### src/design/ooo_core_macros.svh
// Width and depth constants shared by the out-of-order core.
// Include in any file that sizes data, registers, ROB or multiplier.
`ifndef OOO_CORE_MACROS_SVH
`define OOO_CORE_MACROS_SVH

// Data word width
`define OOO_XLEN 16

// Architectural registers
`define OOO_NREGS 8

// Reorder buffer entries, power of two
`define OOO_ROB_DEPTH 4

// Multiplier pipeline stages
`define OOO_MUL_LAT 4

`endif
### src/design/rob_pkg.sv
// Reorder-buffer types: entry index used as rename tag, and the
// execute lane select carried with each issued instruction.
`include "ooo_core_macros.svh"

package rob_pkg;

  // ROB entry index, also the rename tag
  typedef logic [$clog2(`OOO_ROB_DEPTH)-1:0] rob_idx_t;

  // Execute lane select
  typedef enum logic {
    LANE_ALU = 1'b0,
    LANE_MUL = 1'b1
  } lane_e;

endpackage

### src/design/isa_pkg.sv
// Instruction-set types for the core: data word, register index,
// instruction word and opcode encoding.
`include "ooo_core_macros.svh"

package isa_pkg;

  // Data word
  typedef logic [`OOO_XLEN-1:0] word_t;

  // Architectural register index
  typedef logic [$clog2(`OOO_NREGS)-1:0] reg_idx_t;

  // Raw instruction
  // [15:14] opcode, [13:11] rd, [10:8] rs1, [7:5] rs2
  // LDI takes an unsigned immediate from [7:0]
  typedef logic [15:0] instr_t;

  // Opcodes
  typedef enum logic [1:0] {
    OP_ADD = 2'b00,
    OP_SUB = 2'b01,
    OP_MUL = 2'b10,
    OP_LDI = 2'b11
  } opcode_e;

endpackage

### src/design/instr_decoder.sv
// Decode and issue stage. Splits the instruction, picks operands from the
// register file or ROB, stalls on hazards and issues in the accept cycle.
`include "ooo_core_macros.svh"

module instr_decoder import isa_pkg::*, rob_pkg::*; (
  input  logic     clk_i,
  input  logic     rst_ni,
  input  logic     flush_i,
  // Instruction stream
  input  logic     instr_valid_i,
  output logic     instr_ready_o,
  input  instr_t   instr_i,
  // Register file lookup
  output reg_idx_t rf_rs1_o,
  output reg_idx_t rf_rs2_o,
  input  word_t    rf_val1_i,
  input  word_t    rf_val2_i,
  input  logic     rf_busy1_i,
  input  logic     rf_busy2_i,
  input  rob_idx_t rf_tag1_i,
  input  rob_idx_t rf_tag2_i,
  // ROB forwarding
  output rob_idx_t fwd_tag1_o,
  output rob_idx_t fwd_tag2_o,
  input  logic     fwd_ready1_i,
  input  logic     fwd_ready2_i,
  input  word_t    fwd_val1_i,
  input  word_t    fwd_val2_i,
  // Downstream status
  input  logic     rob_ready_i,
  input  rob_idx_t tail_idx_i,
  input  logic     exec_ready_i,
  // Issue
  output logic     issue_valid_o,
  output lane_e    issue_lane_o,
  output opcode_e  issue_op_o,
  output word_t    issue_a_o,
  output word_t    issue_b_o,
  output reg_idx_t issue_rd_o,
  output rob_idx_t issue_tag_o
);

  opcode_e opcode;
  word_t   imm;
  logic    uses_src;
  logic    stall1;
  logic    stall2;
  logic    flush_q;

  // --------------------------------------------------------------------------
  // Field split
  // --------------------------------------------------------------------------
  assign opcode   = opcode_e'(instr_i[15:14]);
  assign rf_rs1_o = instr_i[10:8];
  assign rf_rs2_o = instr_i[7:5];
  // Zero-extended LDI immediate
  assign imm      = {{(`OOO_XLEN-8){1'b0}}, instr_i[7:0]};
  // LDI overlaps rs fields with the immediate, so no sources
  assign uses_src = (opcode != OP_LDI);

  // --------------------------------------------------------------------------
  // Operand resolve
  // --------------------------------------------------------------------------
  // Busy register means value lives in ROB entry named by its tag
  assign fwd_tag1_o = rf_tag1_i;
  assign fwd_tag2_o = rf_tag2_i;

  // Producer issued but result not yet written back
  assign stall1 = uses_src && rf_busy1_i && !fwd_ready1_i;
  assign stall2 = uses_src && rf_busy2_i && !fwd_ready2_i;

  assign issue_a_o = !uses_src  ? imm :
                     rf_busy1_i ? fwd_val1_i : rf_val1_i;
  assign issue_b_o = rf_busy2_i ? fwd_val2_i : rf_val2_i;

  // Quiet cycle after a flush while ROB and rename state restart
  always_ff @(posedge clk_i or negedge rst_ni) begin : p_flush_q
    if (!rst_ni) begin
      flush_q <= 1'b0;
    end else begin
      flush_q <= flush_i;
    end
  end

  // --------------------------------------------------------------------------
  // Issue
  // --------------------------------------------------------------------------
  assign instr_ready_o = rob_ready_i && exec_ready_i && !stall1 && !stall2 &&
                         !flush_i && !flush_q;
  assign issue_valid_o = instr_valid_i && instr_ready_o;

  assign issue_lane_o = (opcode == OP_MUL) ? LANE_MUL : LANE_ALU;
  assign issue_op_o   = opcode;
  assign issue_rd_o   = instr_i[13:11];
  // New entry goes at the ROB tail
  assign issue_tag_o  = tail_idx_i;

endmodule

### config.mk
export PLATFORM = sky130hd
export DESIGN_NAME = instr_decoder
export DESIGN_NICKNAME = d
export VERILOG_FILES = /design/src/design/rob_pkg.sv /design/src/design/isa_pkg.sv /design/src/design/instr_decoder.sv
export VERILOG_INCLUDE_DIRS = /design/src /design/src/design
export SDC_FILE = /design/constraint.sdc
export NUM_CORES = 1
export LEC_CHECK = 0
export BUFFER_PORTS_ARGS = -buffer_cell sky130_fd_sc_hd__buf_2
export CAP_MARGIN = 25
export CORE_MARGIN = 3
export CORE_UTILIZATION = 26
export DETAILED_ROUTE_END_ITERATION = 10
export GPL_TIMING_DRIVEN = 0
export HOLD_SLACK_MARGIN = 0.05
export PLACE_DENSITY_LB_ADDON = 0.12
export SETUP_SLACK_MARGIN = 0.02
export SLEW_MARGIN = 20
export SYNTH_ARGS = -nofsm -noshare
export SYNTH_HDL_FRONTEND = slang
export SYNTH_SLANG_ARGS = --single-unit
### constraint.sdc
create_clock -name clk_i -period 1.1 [get_ports clk_i]
set_clock_uncertainty 0.2 [all_clocks]
set_input_delay 0.11 -clock clk_i [delete_from_list [all_inputs] [get_ports clk_i]]
set_output_delay 0.11 -clock clk_i [all_outputs]
set_load 0.01 [all_outputs]
# Word level (Yosys, flattened, before mapping)
# Index checks and enable logic that the tools add are counted.
# totals
in_bits,96
regBits,1
# classes
n_reduce_logical,16
n_eq_ne,2
muxes,4
# op_table
op,n
$mux W16,3
$logic_and A1 B1 Y1,10
$logic_not A1 Y1,6
$eq A2 B2 Y1 const B,1
$ne A2 B2 Y1 const B,1
$mux W1,1

# Depth between registers and ports, before layout
# Gate-level depths: netlist of the first run.
# depth
word_depth,9
mapped_depth,5
mapped_depth_nobuf,3

# Worst setup path after synthesis of the first run
# Ideal clock, no wire load.
# synth_path
kind,reg2out
from,register flush_q
to,output issue_valid_o
path_stages_with_launch,4
setup_slack_ns,-0.039
required_time_ns,0.790
arrival_ns,0.829
cell_sequence,dfrtp_1 > nor2_1 > nand3_1 > nor3b_1
# synth_between
elab_chain_len,3
# synth_lines
item,line_no,rtl
"start, declared",instr_decoder.sv:48,logic flush_q;
"start signal, assigned",instr_decoder.sv:81,flush_q <= flush_i;
$logic_not A1 Y1,instr_decoder.sv:89,!flush_i && !flush_q;
$logic_and A1 B1 Y1,instr_decoder.sv:89,
$logic_and A1 B1 Y1,instr_decoder.sv:90,assign issue_valid_o = instr_valid_i && instr_ready_o;
"end, declared",instr_decoder.sv:34,"output logic issue_valid_o,"
# Every way passes these cells.

# Final worst setup path of the first run
# Ends and elaborated chain as after synthesis.

==> results of run 1 <==
-- power groups by stage --
stage               combinational (mW)  sequential, mW  clock, mW
finish                           0.854          0.0397          0
CTS                              0.770          0.0397          0
global route                     0.916          0.0398          0
floorplan                        0.337          0.0397          0
global placement                 0.614          0.0399          0
detailed placement               0.620          0.0397          0
-- layout make-up --
cell class / count / area share
sequential: 1 / 0.0128
timing repair buffer: 143 / 0.493
buffer: 23 / 0.122
tap: 31 / 0.0199
multi-input combinational: 65 / 0.353
-- final timing paths --
kind	startpoint	to	slack [ps]	cells after the start
min in group asynchronous	rst_ni	flush_q	230	2
worst min-delay path	flush_i	flush_q	40	1
max in group asynchronous	rst_ni	flush_q	380	2
worst max-delay path	flush_q	issue_valid_o	-60	4
-- per-stage QoR --
stage | setup TNS [ps] | hold slack [ps] | setup slack, ps | instance area, um^2 | util
after detailed placement | -2230 | -312 | -144 | 1490 | 0.531
after global placement | -2160 | -313 | -141 | 1490 | 0.531
after CTS | -1110 | 38.4 | -72.5 | 1790 | 0.636
final | -106 | 40.5 | -61.5 | 1950 | 0.696
after global routing | -518 | 53.0 | -115 | 1950 | 0.696
after floorplan | 0 | -386 | 43.2 | 786 | -
-- what timing repair did --
| item | in CTS | in global routing |
|---|---|---|
| setup endpoints to repair | 28 | 32 |
| cloned | 4 | 2 |
| hold buffers | 1 | 0 |
| gates resized for setup | 45 | 30 |
| endpoints found under the hold margin | 2 | 0 |
| pin swaps | 15 | 9 |
| setup buffers | 2 | 1 |
-- layer usage --
layer / share of wire / wire (um)
met5: 0 / 0
met4: 0 / 0
met3: 0.11 / 390
met2: 0.59 / 2080
met1: 0.30 / 1060
-- cells by family after synthesis --
| family | after synthesis |
|---|---|
| multiplexers | 32 |
| AND/OR/NAND/NOR | 24 |
| buffers and inverters | 24 |
| AO/OA/AOI/OAI | 9 |
| flip-flops | 1 |
-- cell usage in the layout (no fill, tap or decap), types with 2 or more instances in the layout --
| cell type | netlist | final |
|---|---|---|
| buf_2 | 0 | 115 |
| buf_4 | 18 | 19 |
| buf_6 | 4 | 19 |
| mux2_4 | 10 | 12 |
| mux2i_1 | 16 | 11 |
| nor2_2 | 0 | 6 |
| o21ai_2 | 2 | 6 |
| nand2_4 | 0 | 5 |
| buf_12 | 2 | 4 |
| mux2_2 | 6 | 4 |
| buf_8 | 0 | 3 |
| mux2i_4 | 0 | 3 |
| nand2_2 | 0 | 3 |
| buf_16 | 0 | 3 |
| mux2i_2 | 0 | 2 |
| nor2_4 | 0 | 2 |
| o21ai_1 | 3 | 2 |
| nand2b_1 | 2 | 2 |
| nor2_1 | 10 | 2 |
| clkbuf_16 | 0 | 2 |
==> reports/qor.csv, run 1 <==
metric,value,unit
Die ar.,3700,um^2
Cell Rows,19,
synthesized area,781,um^2
Largest regs,flush_q (1),
WP data arrival,850,ps
met2 Resource Use GR,0.333,
Top delay family on crit path,simple AND/OR/NAND/NOR gates,
drt pass-1 iters,4,
residual DRC count,0,
Worst Path Max Fanout,2,
PwrDens,458,nW/um^2
Filler cells,201,
pin count of the biggest net entering global routing,11,
period utilization,1.06,
Pwr Total,0.894,mW
Cells after Synth,90,
number of global-route vias before repair,1090,
fraction of registers with async set/reset,1.00,
Final WS setup,-61.5,ps
"Top FF cell, synth",dfrtp_1,
Clock power frac,0,
cell with the largest stage delay on the worst path,dfrtp_1,
Via density,4.41,
RSZ-0062 raised after global routing,yes,
Simple-Gate Fraction of Synth Area,0.135,
Post-Syn Nets,186,
Synth Area in XOR/XNOR,0,
main combinational cell family by area after synthesis,multiplexers,
syn_area_per_cell,8.67,um^2
antenna violations before repair,0,
Leak Pwr,1.11,nW
failing checks,setup timing,
Synth area leaders,"mux2i_1, mux2_4, buf_4",
area delta synth->final,150,%
Slew Limit Headroom,0.874,
via count of the routed design,1161,
crit start category,register,
combinational power share,0.956,
Adder-Cell Fraction of Synth Area,0,
Internal,0.567,mW
NetSw,0.327,mW
layer with the highest usage,met2,
yosys warns,0,
"EDFF count, synth",0,
Final ANT Viol Nets,0,
I/O pin total,148,
outcome,"complete, but fails checks",
post-synth top area share,0.205,
placed cells,254,
sequential power share,0.044,
WL/cell,13.4,um
Synth Area in Compound Gates,0.0673,
Detailed Place HPWL,2.60,mm
VDD IR max,0.287,mV
Core Region,2810,um^2
Max stage delay on crit path,330,ps
Slew @ Worst Pin,183,ps
post-synthesis register bit count,1,
GRT Total Usage,0.150,
clk slew on worst S/H paths,0,ps
Worst EP required,790,ps
Final setup viols,5,
met1 Usage GRT,0.149,
top achievable clock speed,0.861,GHz
First DRT Iteration DRCs,28,
Max Cap Viol,0,
"Seq/Total Area, Yosys",0.0321,
total grt overflow,0,
Layout Cells excl Fill,263,
worst hold-check path type,input pin to register,
post-synthesis mux area share,0.484,
initial core utilization,0.278,
WP buf/inv,1,
buffers added on ports,133,
Final min period,1160,ps
max FFs per register,1,
cell with the most instances after synthesis,buf_4,
Yosys top cell by area,mux2i_1,
"Most flops, register",flush_q,
NumNets Final,330,
routability cong.,0.695,
register area,25.0,um^2
share of layout cells above drive strength 1,0.909,
WS Path Type,register to output port,
"top cells by count, synth","buf_4, mux2i_1, mux2_4, nor2_1, nand2_1",
Max Slew Vio Count,0,
"Hold Vio Cnt, Final",0,
worst-path cell chain,nor2_1 > nand3_1 > nor3b_2 > buf_2,
die width,60.8,um
global-route wire length before repair,4.37,mm
die height,60.8,um
M3 GR Usage,0.0191,
Diodes inserted,0,
multi-input logic area,689,um^2
Setup crit end kind,output port,
"Distinct cells, synth",18,
Total Routed Length,3.54,mm
switching share of power,0.366,
Power figures use the tool's default switching activity.
==> run 2, diff against run 1 <==
- SETUP_SLACK_MARGIN: 0.02 -> default
==> reports/qor.csv, run 2 (synthesis results as in run 1) <==
metric,value,unit
WS Path Type,register to output port,
Max Cap Viol,0,
worst-path cell chain,nor2_1 > nand3_1 > nor3b_2 > buf_2,
area delta synth->final,158,%
number of global-route vias before repair,997,
Via density,4.42,
PwrDens,461,nW/um^2
buffers added on ports,133,
Core Region,2810,um^2
I/O pin total,148,
Diodes inserted,0,
share of layout cells above drive strength 1,0.918,
Max Slew Vio Count,0,
Final ANT Viol Nets,0,
drt pass-1 iters,4,
worst hold-check path type,input pin to register,
Slew Limit Headroom,0.878,
DP Area,1490,um^2
Worst Path Max Fanout,2,
antenna violations before repair,0,
Largest regs,flush_q (1),
NumNets Final,331,
pin count of the biggest net entering global routing,11,
Slew @ Worst Pin,180,ps
First DRT Iteration DRCs,23,
VDD IR max,0.296,mV
Final Hold Slack,40.7,ps
max FFs per register,1,
die height,60.8,um
period utilization,1.05,
via count of the routed design,1167,
WP buf/inv,1,
"commonest cells after routing, fill and taps aside","buf_2, buf_4, buf_6",
pre-CTS setup slack,-144,ps
GRT Total Usage,0.133,
global-route wire length before repair,3.95,mm
residual DRC count,0,
initial core utilization,0.278,
Total Routed Length,3.70,mm
hold depth,1,
cell with the largest stage delay on the worst path,dfrtp_1,
Max stage delay on crit path,330,ps
HP Start,flush_i,
Leak Pwr,1.10,nW
"Most flops, register",flush_q,
Final min period,1150,ps
Worst EP required,790,ps
routability cong.,0.695,
WP data arrival,840,ps
Cell Rows,19,
clk slew on worst S/H paths,0,ps
top achievable clock speed,0.869,GHz
hold endpoint,flush_q,
die width,60.8,um
Die ar.,3700,um^2
Final setup viols,8,
WL/cell,14.0,um
crit start category,register,
Setup crit end kind,output port,
Detailed Place HPWL,2.60,mm
setup TNS,-130,ps
"Hold Vio Cnt, Final",0,
total grt overflow,0,
"commonest non-fill, non-tap cell in the layout",buf_2,
Final WS setup,-50.4,ps
outcome,"complete, but fails checks",
failing checks,setup timing,
Finished Cell Area,2010,um^2
Top delay family on crit path,simple AND/OR/NAND/NOR gates,
RSZ-0062 raised after global routing,yes,
==> run 2: changes by cell type in the layout (fill, tap and decap cells not counted), moves of 4 or more <==
cell     delta
mux2i_4     +4
nor2_4      +4
nor2_2      -4
mux2i_1     -4
==> run 2: how the worst max path moves through the flow <==
stage                            from            end  slack (ps)  depth (start not counted)
final                         flush_q  issue_valid_o         -50                          4
after global routing          flush_q  issue_valid_o        -120                          4
after CTS                     flush_q  issue_valid_o         -70                          4
after detailed placement  instr_i[14]   issue_a_o[7]        -140                          7
after global placement    instr_i[14]   issue_a_o[7]        -140                          7
after floorplan               flush_q  issue_valid_o          40                          3
==> run 2: cell type report <==
class	count	area, um^2
timing repair buffer	143	970
fill	201	792
multi-input combinational	66	742
buffer	23	238
tap	31	38.8
sequential	1	25.0
==> run 2: timing repair <==
item                                    in CTS  in global routing
hold buffers                                 1                  0
cloned                                       2                  5
hold endpoints to repair                     2                  0
resized for setup                           29                 48
endpoints found under the setup margin      28                 28
buffers inserted                             0                  3
pin swaps                                   10                 11
==> run 2: stage by stage <==
step / utilization / instances / power, mW
global route: 0.718 / 264 / 0.993
floorplan: - / 90 / 0.377
CTS: 0.586 / 256 / 0.735
global placement: 0.531 / 254 / 0.654
detailed placement: 0.531 / 254 / 0.660
finish: 0.718 / 264 / 0.928
==> run 2: routing by layer <==
metal | vias to the layer above | share of wire | track usage
met5 | - | 0 | 0
met1 | 502 | 0.29 | 0.139
met4 | 0 | 0.0051 | 0
met2 | 84 | 0.59 | 0.285
li1 | 579 | - | -
met3 | 2 | 0.11 | 0.0191
==> run 2: power breakdown <==
part           switching, mW  internal, mW  leakage [nW]
clock                      0             0             0
combinational          0.342         0.546          1.08
sequential          0.000386        0.0393        0.0117
total                  0.343         0.586          1.10
